**config.mk**
```make
export PLATFORM = sky130hd
export DESIGN_NAME = rx_mac_top
export DESIGN_NICKNAME = d
export VERILOG_FILES = /design/src/rx_mac_pkg.sv /design/src/rx_word_if.sv /design/src/rx_mac_top.sv /design/src/rx_axis_out.sv /design/src/rx_frame_ctrl.sv /design/src/crc32_engine.sv /design/src/xgmii_rx_decode.sv
export VERILOG_INCLUDE_DIRS = /design/src
export SDC_FILE = /design/constraint.sdc
export NUM_CORES = 1
export LEC_CHECK = 0
export ABC_AREA = 1
export BUFFER_PORTS_ARGS = -buffer_cell sky130_fd_sc_hd__buf_2
export CORE_MARGIN = 4
export CORE_UTILIZATION = 41
export DETAILED_ROUTE_END_ITERATION = 8
export SLEW_MARGIN = 30
export SYNTH_ARGS = -nofsm -noshare
export SYNTH_HDL_FRONTEND = slang
export SYNTH_HIERARCHICAL = 1
export SYNTH_SLANG_ARGS = --single-unit
```
**constraint.sdc**
```tcl
create_clock -name i_clk -period 10.1 [get_ports i_clk]
set_clock_uncertainty 0.15 [all_clocks]
set_input_delay 1.01 -clock i_clk [delete_from_list [all_inputs] [get_ports i_clk]]
set_output_delay 1.01 -clock i_clk [all_outputs]
set_load 0.01 [all_outputs]
```
**src/rx_mac_macros.svh**
```systemverilog
`ifndef RX_MAC_MACROS_SVH
`define RX_MAC_MACROS_SVH

// XGMII control characters, meaningful only with the lane's control bit set
`define RX_IDLE_CHAR      8'h07
`define RX_START_CHAR     8'hFB
`define RX_TERM_CHAR      8'hFD
`define RX_ERROR_CHAR     8'hFE

// Preamble and start-frame delimiter
`define RX_PREAMBLE_BYTE  8'h55
`define RX_SFD_BYTE       8'hD5

// CRC-32 in reflected form
`define RX_CRC_POLY       32'hEDB88320
`define RX_CRC_INIT       32'hFFFFFFFF

`endif
```
**src/rx_mac_pkg.sv**
```systemverilog
`default_nettype none

package rx_mac_pkg;

    // Frame FSM states
    typedef enum logic [1:0] {IDLE, PREAMBLE, DATA, DROP} rx_state_t;

    // Lane that held the start character
    typedef enum logic {LANE0, LANE4} rx_start_lane_t;

endpackage

`default_nettype wire

```
**src/rx_word_if.sv**
```systemverilog
`timescale 1ns/1ps
`default_nettype none

interface rx_word_if;

    logic        valid;
    logic [63:0] data;
    logic [7:0]  keep;
    logic        sof;
    logic        eof;
    logic        err;

    modport source (
        output valid, data, keep, sof, eof, err
    );

    modport sink (
        input valid, data, keep, sof, eof, err
    );

endinterface

`default_nettype wire

```
**src/rx_mac_top.sv**
```systemverilog
`timescale 1ns/1ps
`default_nettype none

module rx_mac_top (
    input  wire         i_clk,
    input  wire         i_reset,
    input  wire  [63:0] i_xgmii_rxd,
    input  wire  [7:0]  i_xgmii_rxc,
    output wire  [63:0] o_tdata,
    output wire  [7:0]  o_tkeep,
    output wire         o_tvalid,
    output wire         o_tlast,
    output wire         o_tuser,
    output wire  [15:0] o_good_frames,
    output wire  [15:0] o_bad_frames
);

    logic        crc_clear;
    logic [63:0] crc_data;
    logic [7:0]  crc_byte_en;
    logic [31:0] crc_value;

    // Aligned frame words, and payload beats after FCS removal
    rx_word_if dec_word ();
    rx_word_if out_word ();

    xgmii_rx_decode xgmii_rx_decode_i (
        .i_clk       (i_clk),
        .i_reset     (i_reset),
        .i_xgmii_rxd (i_xgmii_rxd),
        .i_xgmii_rxc (i_xgmii_rxc),
        .o_word      (dec_word.source)
    );

    rx_frame_ctrl rx_frame_ctrl_i (
        .i_clk         (i_clk),
        .i_reset       (i_reset),
        .i_word        (dec_word.sink),
        .o_word        (out_word.source),
        .o_crc_clear   (crc_clear),
        .o_crc_data    (crc_data),
        .o_crc_byte_en (crc_byte_en),
        .i_crc         (crc_value)
    );

    crc32_engine crc32_engine_i (
        .i_clk     (i_clk),
        .i_reset   (i_reset),
        .i_clear   (crc_clear),
        .i_data    (crc_data),
        .i_byte_en (crc_byte_en),
        .o_crc     (crc_value)
    );

    rx_axis_out rx_axis_out_i (
        .i_clk         (i_clk),
        .i_reset       (i_reset),
        .i_word        (out_word.sink),
        .o_tdata       (o_tdata),
        .o_tkeep       (o_tkeep),
        .o_tvalid      (o_tvalid),
        .o_tlast       (o_tlast),
        .o_tuser       (o_tuser),
        .o_good_frames (o_good_frames),
        .o_bad_frames  (o_bad_frames)
    );

endmodule

`default_nettype wire

```
**src/rx_axis_out.sv**
```systemverilog
`timescale 1ns/1ps
`default_nettype none

module rx_axis_out (
    input  wire         i_clk,
    input  wire         i_reset,
    rx_word_if.sink     i_word,
    output logic [63:0] o_tdata,
    output logic [7:0]  o_tkeep,
    output logic        o_tvalid,
    output logic        o_tlast,
    output logic        o_tuser,
    output logic [15:0] o_good_frames,
    output logic [15:0] o_bad_frames
);

    logic [63:0] masked_data;

    always_comb begin
        for (int i = 0; i < 8; i++)
            masked_data[i*8 +: 8] = i_word.keep[i] ? i_word.data[i*8 +: 8] : 8'h00;
    end

    always_ff @(posedge i_clk) begin
        if (i_reset) begin
            o_tvalid      <= 1'b0;
            o_tlast       <= 1'b0;
            o_tuser       <= 1'b0;
            o_good_frames <= 16'd0;
            o_bad_frames  <= 16'd0;
        end else begin
            o_tvalid <= i_word.valid;
            o_tlast  <= i_word.valid && i_word.eof;
            o_tuser  <= i_word.valid && i_word.eof && i_word.err;
            // Dropped frames arrive as eof without valid, counted bad
            if (i_word.eof && i_word.err)
                o_bad_frames <= o_bad_frames + 16'd1;
            else if (i_word.eof)
                o_good_frames <= o_good_frames + 16'd1;
        end
    end

    always_ff @(posedge i_clk) begin
        o_tdata <= masked_data;
        o_tkeep <= i_word.keep;
    end

    a_keep_on_valid: assert property (
        @(posedge i_clk) disable iff (i_reset)
        o_tvalid |-> o_tkeep != 8'h00
    );

endmodule

`default_nettype wire

```
**src/rx_frame_ctrl.sv**
```systemverilog
`timescale 1ns/1ps
`default_nettype none
`include "rx_mac_macros.svh"

module rx_frame_ctrl
    import rx_mac_pkg::*;
(
    input  wire         i_clk,
    input  wire         i_reset,
    rx_word_if.sink     i_word,
    rx_word_if.source   o_word,
    output logic        o_crc_clear,
    output logic [63:0] o_crc_data,
    output logic [7:0]  o_crc_byte_en,
    input  wire  [31:0] i_crc
);

    rx_state_t    state;

    logic [63:0]  hold_data;
    logic [7:0]   tail_keep;
    logic         tail_q;
    logic         first_q;
    logic         err_acc;
    logic [31:0]  fcs_q;

    logic         out_valid;
    logic         out_sof;
    logic         out_eof;
    logic         out_bad;
    logic [63:0]  out_data;
    logic [7:0]   out_keep;
    logic         sof_seen;

    logic         pre_ok;
    logic [3:0]   last_count;
    logic [6:0]   fcs_base;
    logic [127:0] last_pair;
    logic [31:0]  fcs_next;

    // Held sof word carries start char, six preamble bytes and SFD
    assign pre_ok = (hold_data[55:8] == {6{`RX_PREAMBLE_BYTE}}) &&
                    (hold_data[63:56] == `RX_SFD_BYTE);

    always_comb begin
        last_count = 4'd0;
        for (int i = 0; i < 8; i++)
            last_count = last_count + {3'b000, i_word.keep[i]};
    end

    // FCS is the last four bytes of held word plus eof word
    assign last_pair = {i_word.data, hold_data};
    assign fcs_base  = {last_count + 4'd4, 3'b000};
    assign fcs_next  = last_pair[fcs_base +: 32];

    // CRC sees payload only and runs one word behind the input
    assign o_crc_clear = (state == IDLE) && i_word.valid && i_word.sof;
    assign o_crc_data  = hold_data;

    always_comb begin
        o_crc_byte_en = 8'h00;
        if (state == DATA) begin
            if (tail_q)
                o_crc_byte_en = tail_keep;
            else if (i_word.valid && i_word.eof && !i_word.keep[4])
                o_crc_byte_en = {i_word.keep[3:0], 4'hf};
            else if (i_word.valid)
                o_crc_byte_en = 8'hff;
        end
    end

    always_ff @(posedge i_clk) begin
        if (i_reset) begin
            state     <= IDLE;
            tail_q    <= 1'b0;
            first_q   <= 1'b0;
            out_valid <= 1'b0;
            out_sof   <= 1'b0;
            out_eof   <= 1'b0;
        end else begin
            out_valid <= 1'b0;
            out_sof   <= 1'b0;
            out_eof   <= 1'b0;
            case (state)
                IDLE: begin
                    if (i_word.valid && i_word.sof)
                        state <= PREAMBLE;
                end
                PREAMBLE: begin
                    if (i_word.valid) begin
                        if (pre_ok) begin
                            state   <= DATA;
                            first_q <= 1'b1;
                        end else if (i_word.eof) begin
                            out_eof <= 1'b1;
                            state   <= IDLE;
                        end else begin
                            state <= DROP;
                        end
                    end
                end
                DATA: begin
                    if (tail_q) begin
                        out_valid <= 1'b1;
                        out_eof   <= 1'b1;
                        tail_q    <= 1'b0;
                        state     <= IDLE;
                    end else if (i_word.valid) begin
                        out_valid <= 1'b1;
                        out_sof   <= first_q;
                        first_q   <= 1'b0;
                        // More than four bytes in the eof word leaves a tail beat
                        if (i_word.eof && i_word.keep[4]) begin
                            tail_q <= 1'b1;
                        end else if (i_word.eof) begin
                            out_eof <= 1'b1;
                            state   <= IDLE;
                        end
                    end
                end
                DROP: begin
                    if (i_word.valid && i_word.eof) begin
                        out_eof <= 1'b1;
                        state   <= IDLE;
                    end
                end
                default: state <= IDLE;
            endcase
        end
    end

    always_ff @(posedge i_clk) begin
        case (state)
            IDLE: begin
                hold_data <= i_word.data;
                err_acc   <= i_word.err;
            end
            PREAMBLE: begin
                hold_data <= i_word.data;
                err_acc   <= err_acc | i_word.err;
                out_bad   <= 1'b1;
            end
            DATA: begin
                out_data <= hold_data;
                if (tail_q) begin
                    out_keep <= tail_keep;
                    out_bad  <= err_acc;
                end else if (i_word.valid) begin
                    hold_data <= i_word.data;
                    err_acc   <= err_acc | i_word.err;
                    out_keep  <= 8'hff;
                    if (i_word.eof) begin
                        fcs_q     <= fcs_next;
                        tail_keep <= {4'h0, i_word.keep[7:4]};
                        out_bad   <= err_acc | i_word.err;
                        if (!i_word.keep[4])
                            out_keep <= {i_word.keep[3:0], 4'hf};
                    end
                end
            end
            default: out_bad <= 1'b1;
        endcase
    end

    // Dropped frames end with eof and err but no valid beat
    assign o_word.valid = out_valid;
    assign o_word.data  = out_data;
    assign o_word.keep  = out_valid ? out_keep : 8'h00;
    assign o_word.sof   = out_sof;
    assign o_word.eof   = out_eof;
    assign o_word.err   = out_eof && (out_bad || (~i_crc != fcs_q));

    // First payload beat of the frame has gone out
    always_ff @(posedge i_clk) begin
        if (i_reset)
            sof_seen <= 1'b0;
        else if (o_word.eof)
            sof_seen <= 1'b0;
        else if (o_word.valid && o_word.sof)
            sof_seen <= 1'b1;
    end

    // Decode keep must stay contiguous for the CRC fold
    a_crc_en_contig: assert property (
        @(posedge i_clk) disable iff (i_reset)
        (o_crc_byte_en & (o_crc_byte_en + 8'd1)) == 8'd0
    );

    a_eof_in_frame: assert property (
        @(posedge i_clk) disable iff (i_reset)
        (o_word.valid && o_word.eof) |-> (sof_seen || o_word.sof)
    );

endmodule

`default_nettype wire

```
**src/crc32_engine.sv**
```systemverilog
`timescale 1ns/1ps
`default_nettype none
`include "rx_mac_macros.svh"

module crc32_engine (
    input  wire         i_clk,
    input  wire         i_reset,
    input  wire         i_clear,
    input  wire  [63:0] i_data,
    input  wire  [7:0]  i_byte_en,
    output logic [31:0] o_crc
);

    logic [31:0] crc_next;

    // One byte through the reflected CRC, LSB first
    function automatic logic [31:0] crc_byte(input logic [31:0] crc, input logic [7:0] data);
        logic [31:0] c;
        c = crc ^ {24'h0, data};
        for (int b = 0; b < 8; b++) begin
            if (c[0])
                c = (c >> 1) ^ `RX_CRC_POLY;
            else
                c = c >> 1;
        end
        return c;
    endfunction

    // Lowest lane first, enables are contiguous
    always_comb begin
        crc_next = o_crc;
        for (int i = 0; i < 8; i++) begin
            if (i_byte_en[i])
                crc_next = crc_byte(crc_next, i_data[i*8 +: 8]);
        end
    end

    always_ff @(posedge i_clk) begin
        if (i_reset || i_clear)
            o_crc <= `RX_CRC_INIT;
        else
            o_crc <= crc_next;
    end

endmodule

`default_nettype wire

```
**src/xgmii_rx_decode.sv**
```systemverilog
`timescale 1ns/1ps
`default_nettype none
`include "rx_mac_macros.svh"

module xgmii_rx_decode
    import rx_mac_pkg::*;
(
    input  wire         i_clk,
    input  wire         i_reset,
    input  wire  [63:0] i_xgmii_rxd,
    input  wire  [7:0]  i_xgmii_rxc,
    rx_word_if.source   o_word
);

    logic [63:0]    rxd_q;
    logic [7:0]     rxc_q;
    logic           in_frame;
    rx_start_lane_t lane_q;
    rx_start_lane_t lane;

    logic           start0_q;
    logic           start4_q;
    logic           sof;
    logic           valid;
    logic           eof;
    logic           next_term0;
    logic           keep_run;

    logic [63:0]    al_data;
    logic [7:0]     al_ctrl;
    logic [7:0]     in_start;
    logic [7:0]     in_term;
    logic [7:0]     term_vec;
    logic [7:0]     err_vec;
    logic [7:0]     keep;

    // Input word register, idles out of reset
    always_ff @(posedge i_clk) begin
        if (i_reset) begin
            rxd_q <= {8{`RX_IDLE_CHAR}};
            rxc_q <= 8'hff;
        end else begin
            rxd_q <= i_xgmii_rxd;
            rxc_q <= i_xgmii_rxc;
        end
    end

    assign start0_q = rxc_q[0] && (rxd_q[7:0] == `RX_START_CHAR);
    assign start4_q = rxc_q[4] && (rxd_q[39:32] == `RX_START_CHAR);
    assign sof      = !in_frame && (start0_q || start4_q);
    assign lane     = sof ? (start0_q ? LANE0 : LANE4) : lane_q;

    // Lane-4 start: upper half of the held word below the lower half of the live one
    assign al_data = (lane == LANE0) ? rxd_q : {i_xgmii_rxd[31:0], rxd_q[63:32]};
    assign al_ctrl = (lane == LANE0) ? rxc_q : {i_xgmii_rxc[3:0], rxc_q[7:4]};

    always_comb begin
        for (int i = 0; i < 8; i++) begin
            in_start[i] = i_xgmii_rxc[i] && (i_xgmii_rxd[i*8 +: 8] == `RX_START_CHAR);
            in_term[i]  = i_xgmii_rxc[i] && (i_xgmii_rxd[i*8 +: 8] == `RX_TERM_CHAR);
            term_vec[i] = al_ctrl[i] && (al_data[i*8 +: 8] == `RX_TERM_CHAR);
            err_vec[i]  = al_ctrl[i] && (al_data[i*8 +: 8] == `RX_ERROR_CHAR);
        end
    end

    // Bytes up to the first terminate
    always_comb begin
        keep_run = 1'b1;
        for (int i = 0; i < 8; i++) begin
            if (term_vec[i])
                keep_run = 1'b0;
            keep[i] = keep_run;
        end
    end

    // Terminate landing in lane 0 of the next aligned word ends this one
    assign next_term0 = (lane == LANE0) ? in_term[0] : in_term[4];

    assign valid = in_frame || sof;
    assign eof   = valid && ((|term_vec) || next_term0);

    always_ff @(posedge i_clk) begin
        if (i_reset) begin
            in_frame <= 1'b0;
            lane_q   <= LANE0;
        end else begin
            lane_q <= lane;
            if (eof)
                in_frame <= 1'b0;
            else if (sof)
                in_frame <= 1'b1;
        end
    end

    assign o_word.valid = valid;
    assign o_word.data  = al_data;
    assign o_word.keep  = valid ? keep : 8'h00;
    assign o_word.sof   = sof;
    assign o_word.eof   = eof;
    assign o_word.err   = valid && (|(err_vec & keep));

    // Link guarantees an idle gap, so no word both starts and ends a frame
    a_no_start_with_term: assert property (
        @(posedge i_clk) disable iff (i_reset)
        !((|in_start) && (|in_term))
    );

endmodule

`default_nettype wire

```
After elaboration in Yosys (flattened, before gate mapping)
Index checks and enable logic that the tools add are counted.
- flip-flop bits (word level): 392
- input port bits: 74
- output and inout port bits: 107
- word-level logic and storage cells: 396
- add/sub/neg operators: 10
- equality and inequality tests: 34
- shift operators: 1
- muxes and demuxes: 184
- bitwise operators: 79
- reduce and logical (&&, ||, !) cells: 57
- operators by type and width (kind ; count):
    2-to-1 mux 32 bit ; 128
    NOT 13 -> 14 bit ; 64
    bitwise XOR 32 x 8 -> 32 bit ; 8
    2-to-1 mux 64 bit ; 3
    equality test 8 bit, second input constant ; 21
    one-hot mux 64 bit (2 select lines) ; 1
    variable part select 128 x 8 -> 32 bit ; 1
    2-to-1 mux 8 bit ; 10
    equality test 48 x 47 -> 1 bit, second input constant ; 1
    logical AND 1 bit ; 34
    adder 16 x 1 -> 16 bit, second input constant ; 2
    inequality test 32 bit ; 1
    NOT 32 bit ; 1
    2-to-1 mux 1 bit ; 28
    adder 4 x 1 -> 4 bit ; 6
    2-to-1 mux 2 bit ; 9
    OR reduction 8 bit ; 2
    AND reduction 3 bit ; 3
    bitwise AND 8 bit ; 1
    one-hot mux 2 bit (4 select lines) ; 1
    inequality test 2 x 1 -> 1 bit, second input constant ; 3
    inequality test 3 x 1 -> 1 bit, second input constant ; 2
    one-hot mux 1 bit (3 select lines) ; 2
    AND reduction 6 bit ; 1
    18 further kinds ; 32

Longest topological paths before layout
- depth after elaboration: 219
- gate-level depth with buffers: 73
- gate-level depth less buffers: 71

Modules after synthesis
The synthesis kept the hierarchy.
- by module, submodules not included (module ; times used ; cells each ; area an instance (sq um) ; sequential area each (sq um)):
    crc32_engine ; 1 ; 3334 ; 16562.1 ; 640.6
    rx_frame_ctrl ; 1 ; 1155 ; 10147.2 ; 5365.1
    xgmii_rx_decode ; 1 ; 642 ; 4048.9 ; 1481.4
    rx_axis_out ; 1 ; 472 ; 3683.5 ; 2142.1

Worst setup path before layout
Ideal clock, no wire load.
- path type: reg2reg
- start: reg rx_frame_ctrl_i.state[0]
- end: reg crc32_engine_i.o_crc[25]
- library setup time: 134 ps
- arrival: 7722 ps
- data required time: 9816 ps
- slack: 2095 ps
- stages on the path, launching flop included: 57
- buffers on the path: 4
- clock period less this slack: 8005 ps
- cells stage by stage: dfxtp_1 -> inv_1 -> ha_1 -> inv_1 -> nor2_1 -> nand2_1 -> inv_1 -> buf_4 -> inv_1 -> buf_4 -> buf_4 -> nand2_1 -> nand3_1 -> nand3_1 -> nand2_1 -> buf_4 -> nand2_1 -> nand3_2 -> (+21 left out) -> nand2_1 -> nand3_1 -> nand3_1 -> nand2_2 -> nand2_2 -> nand2_4 -> nand2_2 -> nand2_1 -> nand2_1 -> nand3_2 -> nand3_1 -> nand2_2 -> nand2_2 -> nand2_4 -> xor2_1 -> nand3_1 -> nand3_1 -> nand3_1
- cells in the longest elaborated chain, start to end: 143
- elaborated cells on any way between the ends: 179
- classes of those cells: eq/ne (1); mux (114); bitwise (60); reduce/logical (4)
- RTL lines (element ; line ; RTL):
    start: declaration ; rx_frame_ctrl.sv:18 ; rx_state_t state;
    start signal: assignment ; rx_frame_ctrl.sv:74 ; state <= IDLE;
    start signal: assignment ; rx_frame_ctrl.sv:87 ; state <= PREAMBLE;
    start signal: assignment ; rx_frame_ctrl.sv:92 ; state <= DATA;
    equality test 2 bit * ; rx_frame_ctrl.sv:62 ; if (state == DATA) begin
    2-to-1 mux 8 bit * ; rx_frame_ctrl.sv:62 ;
    net crc_byte_en[0] ; rx_mac_top.sv:20 ; logic [7:0] crc_byte_en;
    2-to-1 mux 32 bit * ; crc32_engine.sv:33 ; if (i_byte_en[i])
    bitwise XOR 32 x 8 -> 32 bit ; crc32_engine.sv:19 ; c = crc ^ {24'h0, data};
    2-to-1 mux 32 bit ; crc32_engine.sv:21 ; if (c[0])
    2-to-1 mux 32 bit ; crc32_engine.sv:33 ;
    NOT 13 -> 14 bit (no line) ; n/a ;
    (+128 left out) ; n/a ;
    NOT 13 -> 14 bit (no line) ; n/a ;
    2-to-1 mux 32 bit ; crc32_engine.sv:21 ;
    2-to-1 mux 32 bit ; crc32_engine.sv:33 ;
    NOT 13 -> 14 bit (no line) ; n/a ;
    2-to-1 mux 32 bit ; crc32_engine.sv:21 ;
    2-to-1 mux 32 bit ; crc32_engine.sv:33 ;
    2-to-1 mux 32 bit ; crc32_engine.sv:21 ;
    2-to-1 mux 32 bit * ; crc32_engine.sv:33 ;
    end signal: assignment ; crc32_engine.sv:40 ; o_crc <= `RX_CRC_INIT;
    end signal: assignment ; crc32_engine.sv:42 ; o_crc <= crc_next;
    end: declaration ; crc32_engine.sv:11 ; output logic [31:0] o_crc
Mark *: on every way through the listed nets, which the timed path passes. The rest lies on a longest branch. The select of a mux whose other input is x is not followed.
A chain may end at the register's enable or synchronous reset.

Final worst setup path
- start: reg xgmii_rx_decode_i.rxd_q[7]
- end: reg crc32_engine_i.o_crc[20]
- elaborated cells on any way between the ends: 219
- classes of those cells: eq/ne (9); mux (128); bitwise (61); reduce/logical (21)
- RTL lines (element ; line ; RTL):
    start: declaration ; xgmii_rx_decode.sv:15 ; logic [63:0] rxd_q;
    start signal: assignment ; xgmii_rx_decode.sv:40 ; rxd_q <= {8{`RX_IDLE_CHAR}};
    start signal: assignment ; xgmii_rx_decode.sv:43 ; rxd_q <= i_xgmii_rxd;
    equality test 8 bit (no line) * ; n/a ;
    logical AND 1 bit * ; xgmii_rx_decode.sv:48 ; assign start0_q = rxc_q[0] && (rxd_q[7:0] == `RX_START_CHAR);
    logical OR 1 bit * ; xgmii_rx_decode.sv:50 ; assign sof = !in_frame && (start0_q || start4_q);
    logical AND 1 bit * ; xgmii_rx_decode.sv:50 ;
    logical OR 1 bit * ; xgmii_rx_decode.sv:79 ; assign valid = in_frame || sof;
    net dec_word.valid ; rx_word_if.sv:6 ; logic valid;
    2-to-1 mux 8 bit / logical AND 1 bit (equally long branches) ; xgmii_rx_decode.sv:97, xgmii_rx_decode.sv:80 ;
    logical NOT 1 bit / logical AND 1 bit (equally long branches) ; rx_frame_ctrl.sv:65 ; else if (i_word.valid && i_word.eof && !i_word.keep[4])
    (+4 left out) ; n/a ;
    net crc_byte_en[0] ; rx_mac_top.sv:20 ;
    (+136 left out) ; n/a ;
    2-to-1 mux 32 bit ; crc32_engine.sv:21 ;
    2-to-1 mux 32 bit ; crc32_engine.sv:33 ;
    NOT 13 -> 14 bit (no line) ; n/a ;
    2-to-1 mux 32 bit ; crc32_engine.sv:21 ;
    2-to-1 mux 32 bit ; crc32_engine.sv:33 ;
    NOT 13 -> 14 bit (no line) ; n/a ;
    2-to-1 mux 32 bit ; crc32_engine.sv:21 ;
    2-to-1 mux 32 bit * ; crc32_engine.sv:33 ;
Marks and branches as above.

==> impl_metrics.py <==
metrics = {
    "cts": {
        "clock_tree_buf_depth": 3,
        "cts_made_buffers": 46,
        "clk-insertion-delay-late_ps": 600,
        "clkSlewWorstSetupHoldPaths_ps": 60,
        "ctsRootBufferMaster": "clkbuf_16",
        "post_cts_buffers": 0,
        "clock_sink_count": 392,
        "cts_h_tree_depth": 2,
        "cts_tree": "built",
    },
    "timing": {
        "layout_worst_path_cycle_share": 0.914,
        "fin_ws_ps": 873,
        "rsz0062_at_grt": "false",
        "timing.slew.headroom": 0.349,
        "min_period_ps": 9230,
        "worstMarginPinSlew_ps": 977,
        "pins_over_their_slew_limit": 0,
        "finalHoldViolations": 0,
        "setup-tns-final_ps": 0,
        "setup_viol": 0,
        "f_max_mhz": 108,
    },
    "setup_path": {
        "worst_ep_arrival_time_ps": 9560,
        "worstPathRequired_ps": 10430,
        "startpoint_type": "flip-flop",
        "cp-end-kind": "flip-flop",
        "largest_incremental_delay_on_the_critical_path_ps": 490,
        "crit_path_frequent_cell": "nand2_1",
        "timing_worst_setup_path_type": "reg2reg",
        "timing.critical_path.fanout_max": 26,
        "slowest_stage": "a21boi_1",
    },
    "route": {
        "post-route-drc-count": 0,
        "detailedRoute.firstIterationViolations": 3898,
        "route.antenna.remaining_nets": 0,
        "post_detailed_route_via_to_cell_ratio": 5.48,
        "drt_pre_antenna_iters": 8,
        "wl_per_cell_um": 20.8,
        "drt-total-wl_um": 141000,
        "vias": 37200,
    },
    "final_layout": {
        "layout.cells.most_common": "nand2_1",
        "areaGrowthSynthToFinish_pct": 9.14,
        "drive_above_1_share": 0.134,
        "finalNonFillerCells": 6779,
        "layout.cells.most_common_list": "nand2_1, nand3_1, inv_1",
        "num-fill-cells": 8807,
        "multi_input_comb_area_sq_mm": 0.0218,
        "design.final.nets": 5759,
        "ff_latch_area_sq_mm": 0.00959,
    },
    "grt": {
        "largest_net_degree_at_the_start_of_global_routing": 92,
        "groute.usage.overall": 0.305,
        "grt_pass1_vias": 33400,
        "antenna_found_initial": 4,
        "gr-total-overflow": 0,
        "grt_first_pass_wirelength_um": 209000,
    },
    "placement": {
        "place.detailed.instances": 6693,
        "global_placement_routability_congestion": 1.01,
        "placement.setup.worst_slack_ps": 999,
        "hpwl_um": 111000,
        "port_buffers": 180,
    },
    "run_status": {
        "outcome": "completed",
    },
    "logic_synthesis": {
        "synthesis.instances": 5594,
        "yosys_warnings": 6,
        "syn_avg_cell_area_sq_um": 6.14,
        "synthesized_net_count": 5682,
        "syn-cell-area_sq_mm": 0.0344,
    },
    "die": {
        "floorplan.core_area_sq_mm": 0.0826,
        "core.rowCount": 105,
        "die-area_sq_mm": 0.0885,
        "die_height_um": 298,
        "io_pins": 181,
        "die_w_um": 298,
        "initial_utilization": 0.416,
    },
    "power": {
        "vdd.ir_drop.worst_mv": 0.114,
        "powerDensity_mw_per_mm2": 111,
        "leakage_nw": 19.2,
    },
    "min_path": {
        "holdCritPathClass": "reg2reg",
    },
    "run": {
        "max_cap_viol_count": 0,
    },
}
-- path summary, 6_finish.rpt --
kind	start	to	slack [ps]	cells past startpoint
max	xgmii_rx_decode_i/rxd_q[7]	crc32_engine_i/o_crc[20]	870	60
min	rx_frame_ctrl_i/o_word.data[38]	rx_axis_out_i/o_tdata[38]	270	2
max reg2reg	xgmii_rx_decode_i/rxd_q[7]	crc32_engine_i/o_crc[20]	870	60
min reg2reg	rx_frame_ctrl_i/o_word.data[38]	rx_axis_out_i/o_tdata[38]	270	2
-- area by class of cell --
class | instances | share of cell area
Multi-Input combinational cell | 4493 | 0.582
Sequential cell | 392 | 0.256
Inverter | 514 | 0.0516
Clock buffer | 67 | 0.0366
Tap cell | 1070 | 0.0357
Timing Repair Buffer | 224 | 0.0334
Clock inverter | 18 | 0.00467
Antenna cell | 1 | 0.0000667
-- routing by layer --
metal  global-route usage  wire [um]
met2                0.501      63600
met1                0.398      58000
met5                    0         20
met3               0.0455      11800
met4                0.138       7470
-- critical path: cells and delay by family, from the launching register on --
family	cells	cell delay [ps]
flops	1	370
xor+xnor	1	230
buf+inv	5	1160
simple gates	52	6310
compound gates	2	850
-- power breakdown --
part | internal, mW | leakage [nW] | total, mW | switching (mW)
clock | 0.998 | 0.770 | 1.71 | 0.715
sequential | 1.68 | 3.47 | 1.74 | 0.0586
combinational | 0.217 | 14.9 | 0.722 | 0.504
-- timing repair --
item                                    4_1_cts  5_1_grt
endpoints found under the setup margin        0        1
hold buffers                                  0        0
gates resized for setup                       0        1
-- through the flow --
| stage | area, sq um | utilization | hold WS, ps | total power [mW] |
|---|---|---|---|---|
| after CTS | 37500 | 0.454 | 276 | 4.19 |
| after detailed placement | 36000 | 0.435 | 260 | 2.48 |
| after global placement | 35900 | 0.435 | 256 | 2.48 |
| after floorplan | 34400 | - | 253 | 2.26 |
| after global routing | 37500 | 0.454 | 295 | 4.36 |
| final | 37500 | 0.454 | 274 | 4.18 |
-- state kept, by name (all words and copies together), names as in the netlist, 2 cells and up --
signal / count
rx_frame_ctrl_i/o_word.data: 64
rx_frame_ctrl_i/fcs_q: 32
rx_axis_out_i/o_bad_frames: 16
crc32_engine_i/o_crc: 32
rx_axis_out_i/o_good_frames: 16
rx_axis_out_i/o_tkeep: 8
rx_frame_ctrl_i/o_crc_data: 64
rx_axis_out_i/o_tdata: 64
xgmii_rx_decode_i/rxd_q: 64
xgmii_rx_decode_i/rxc_q: 8
rx_frame_ctrl_i/out_keep: 8
rx_frame_ctrl_i/state: 2
rx_frame_ctrl_i/tail_keep: 4
Power figures use the tool's default switching activity.
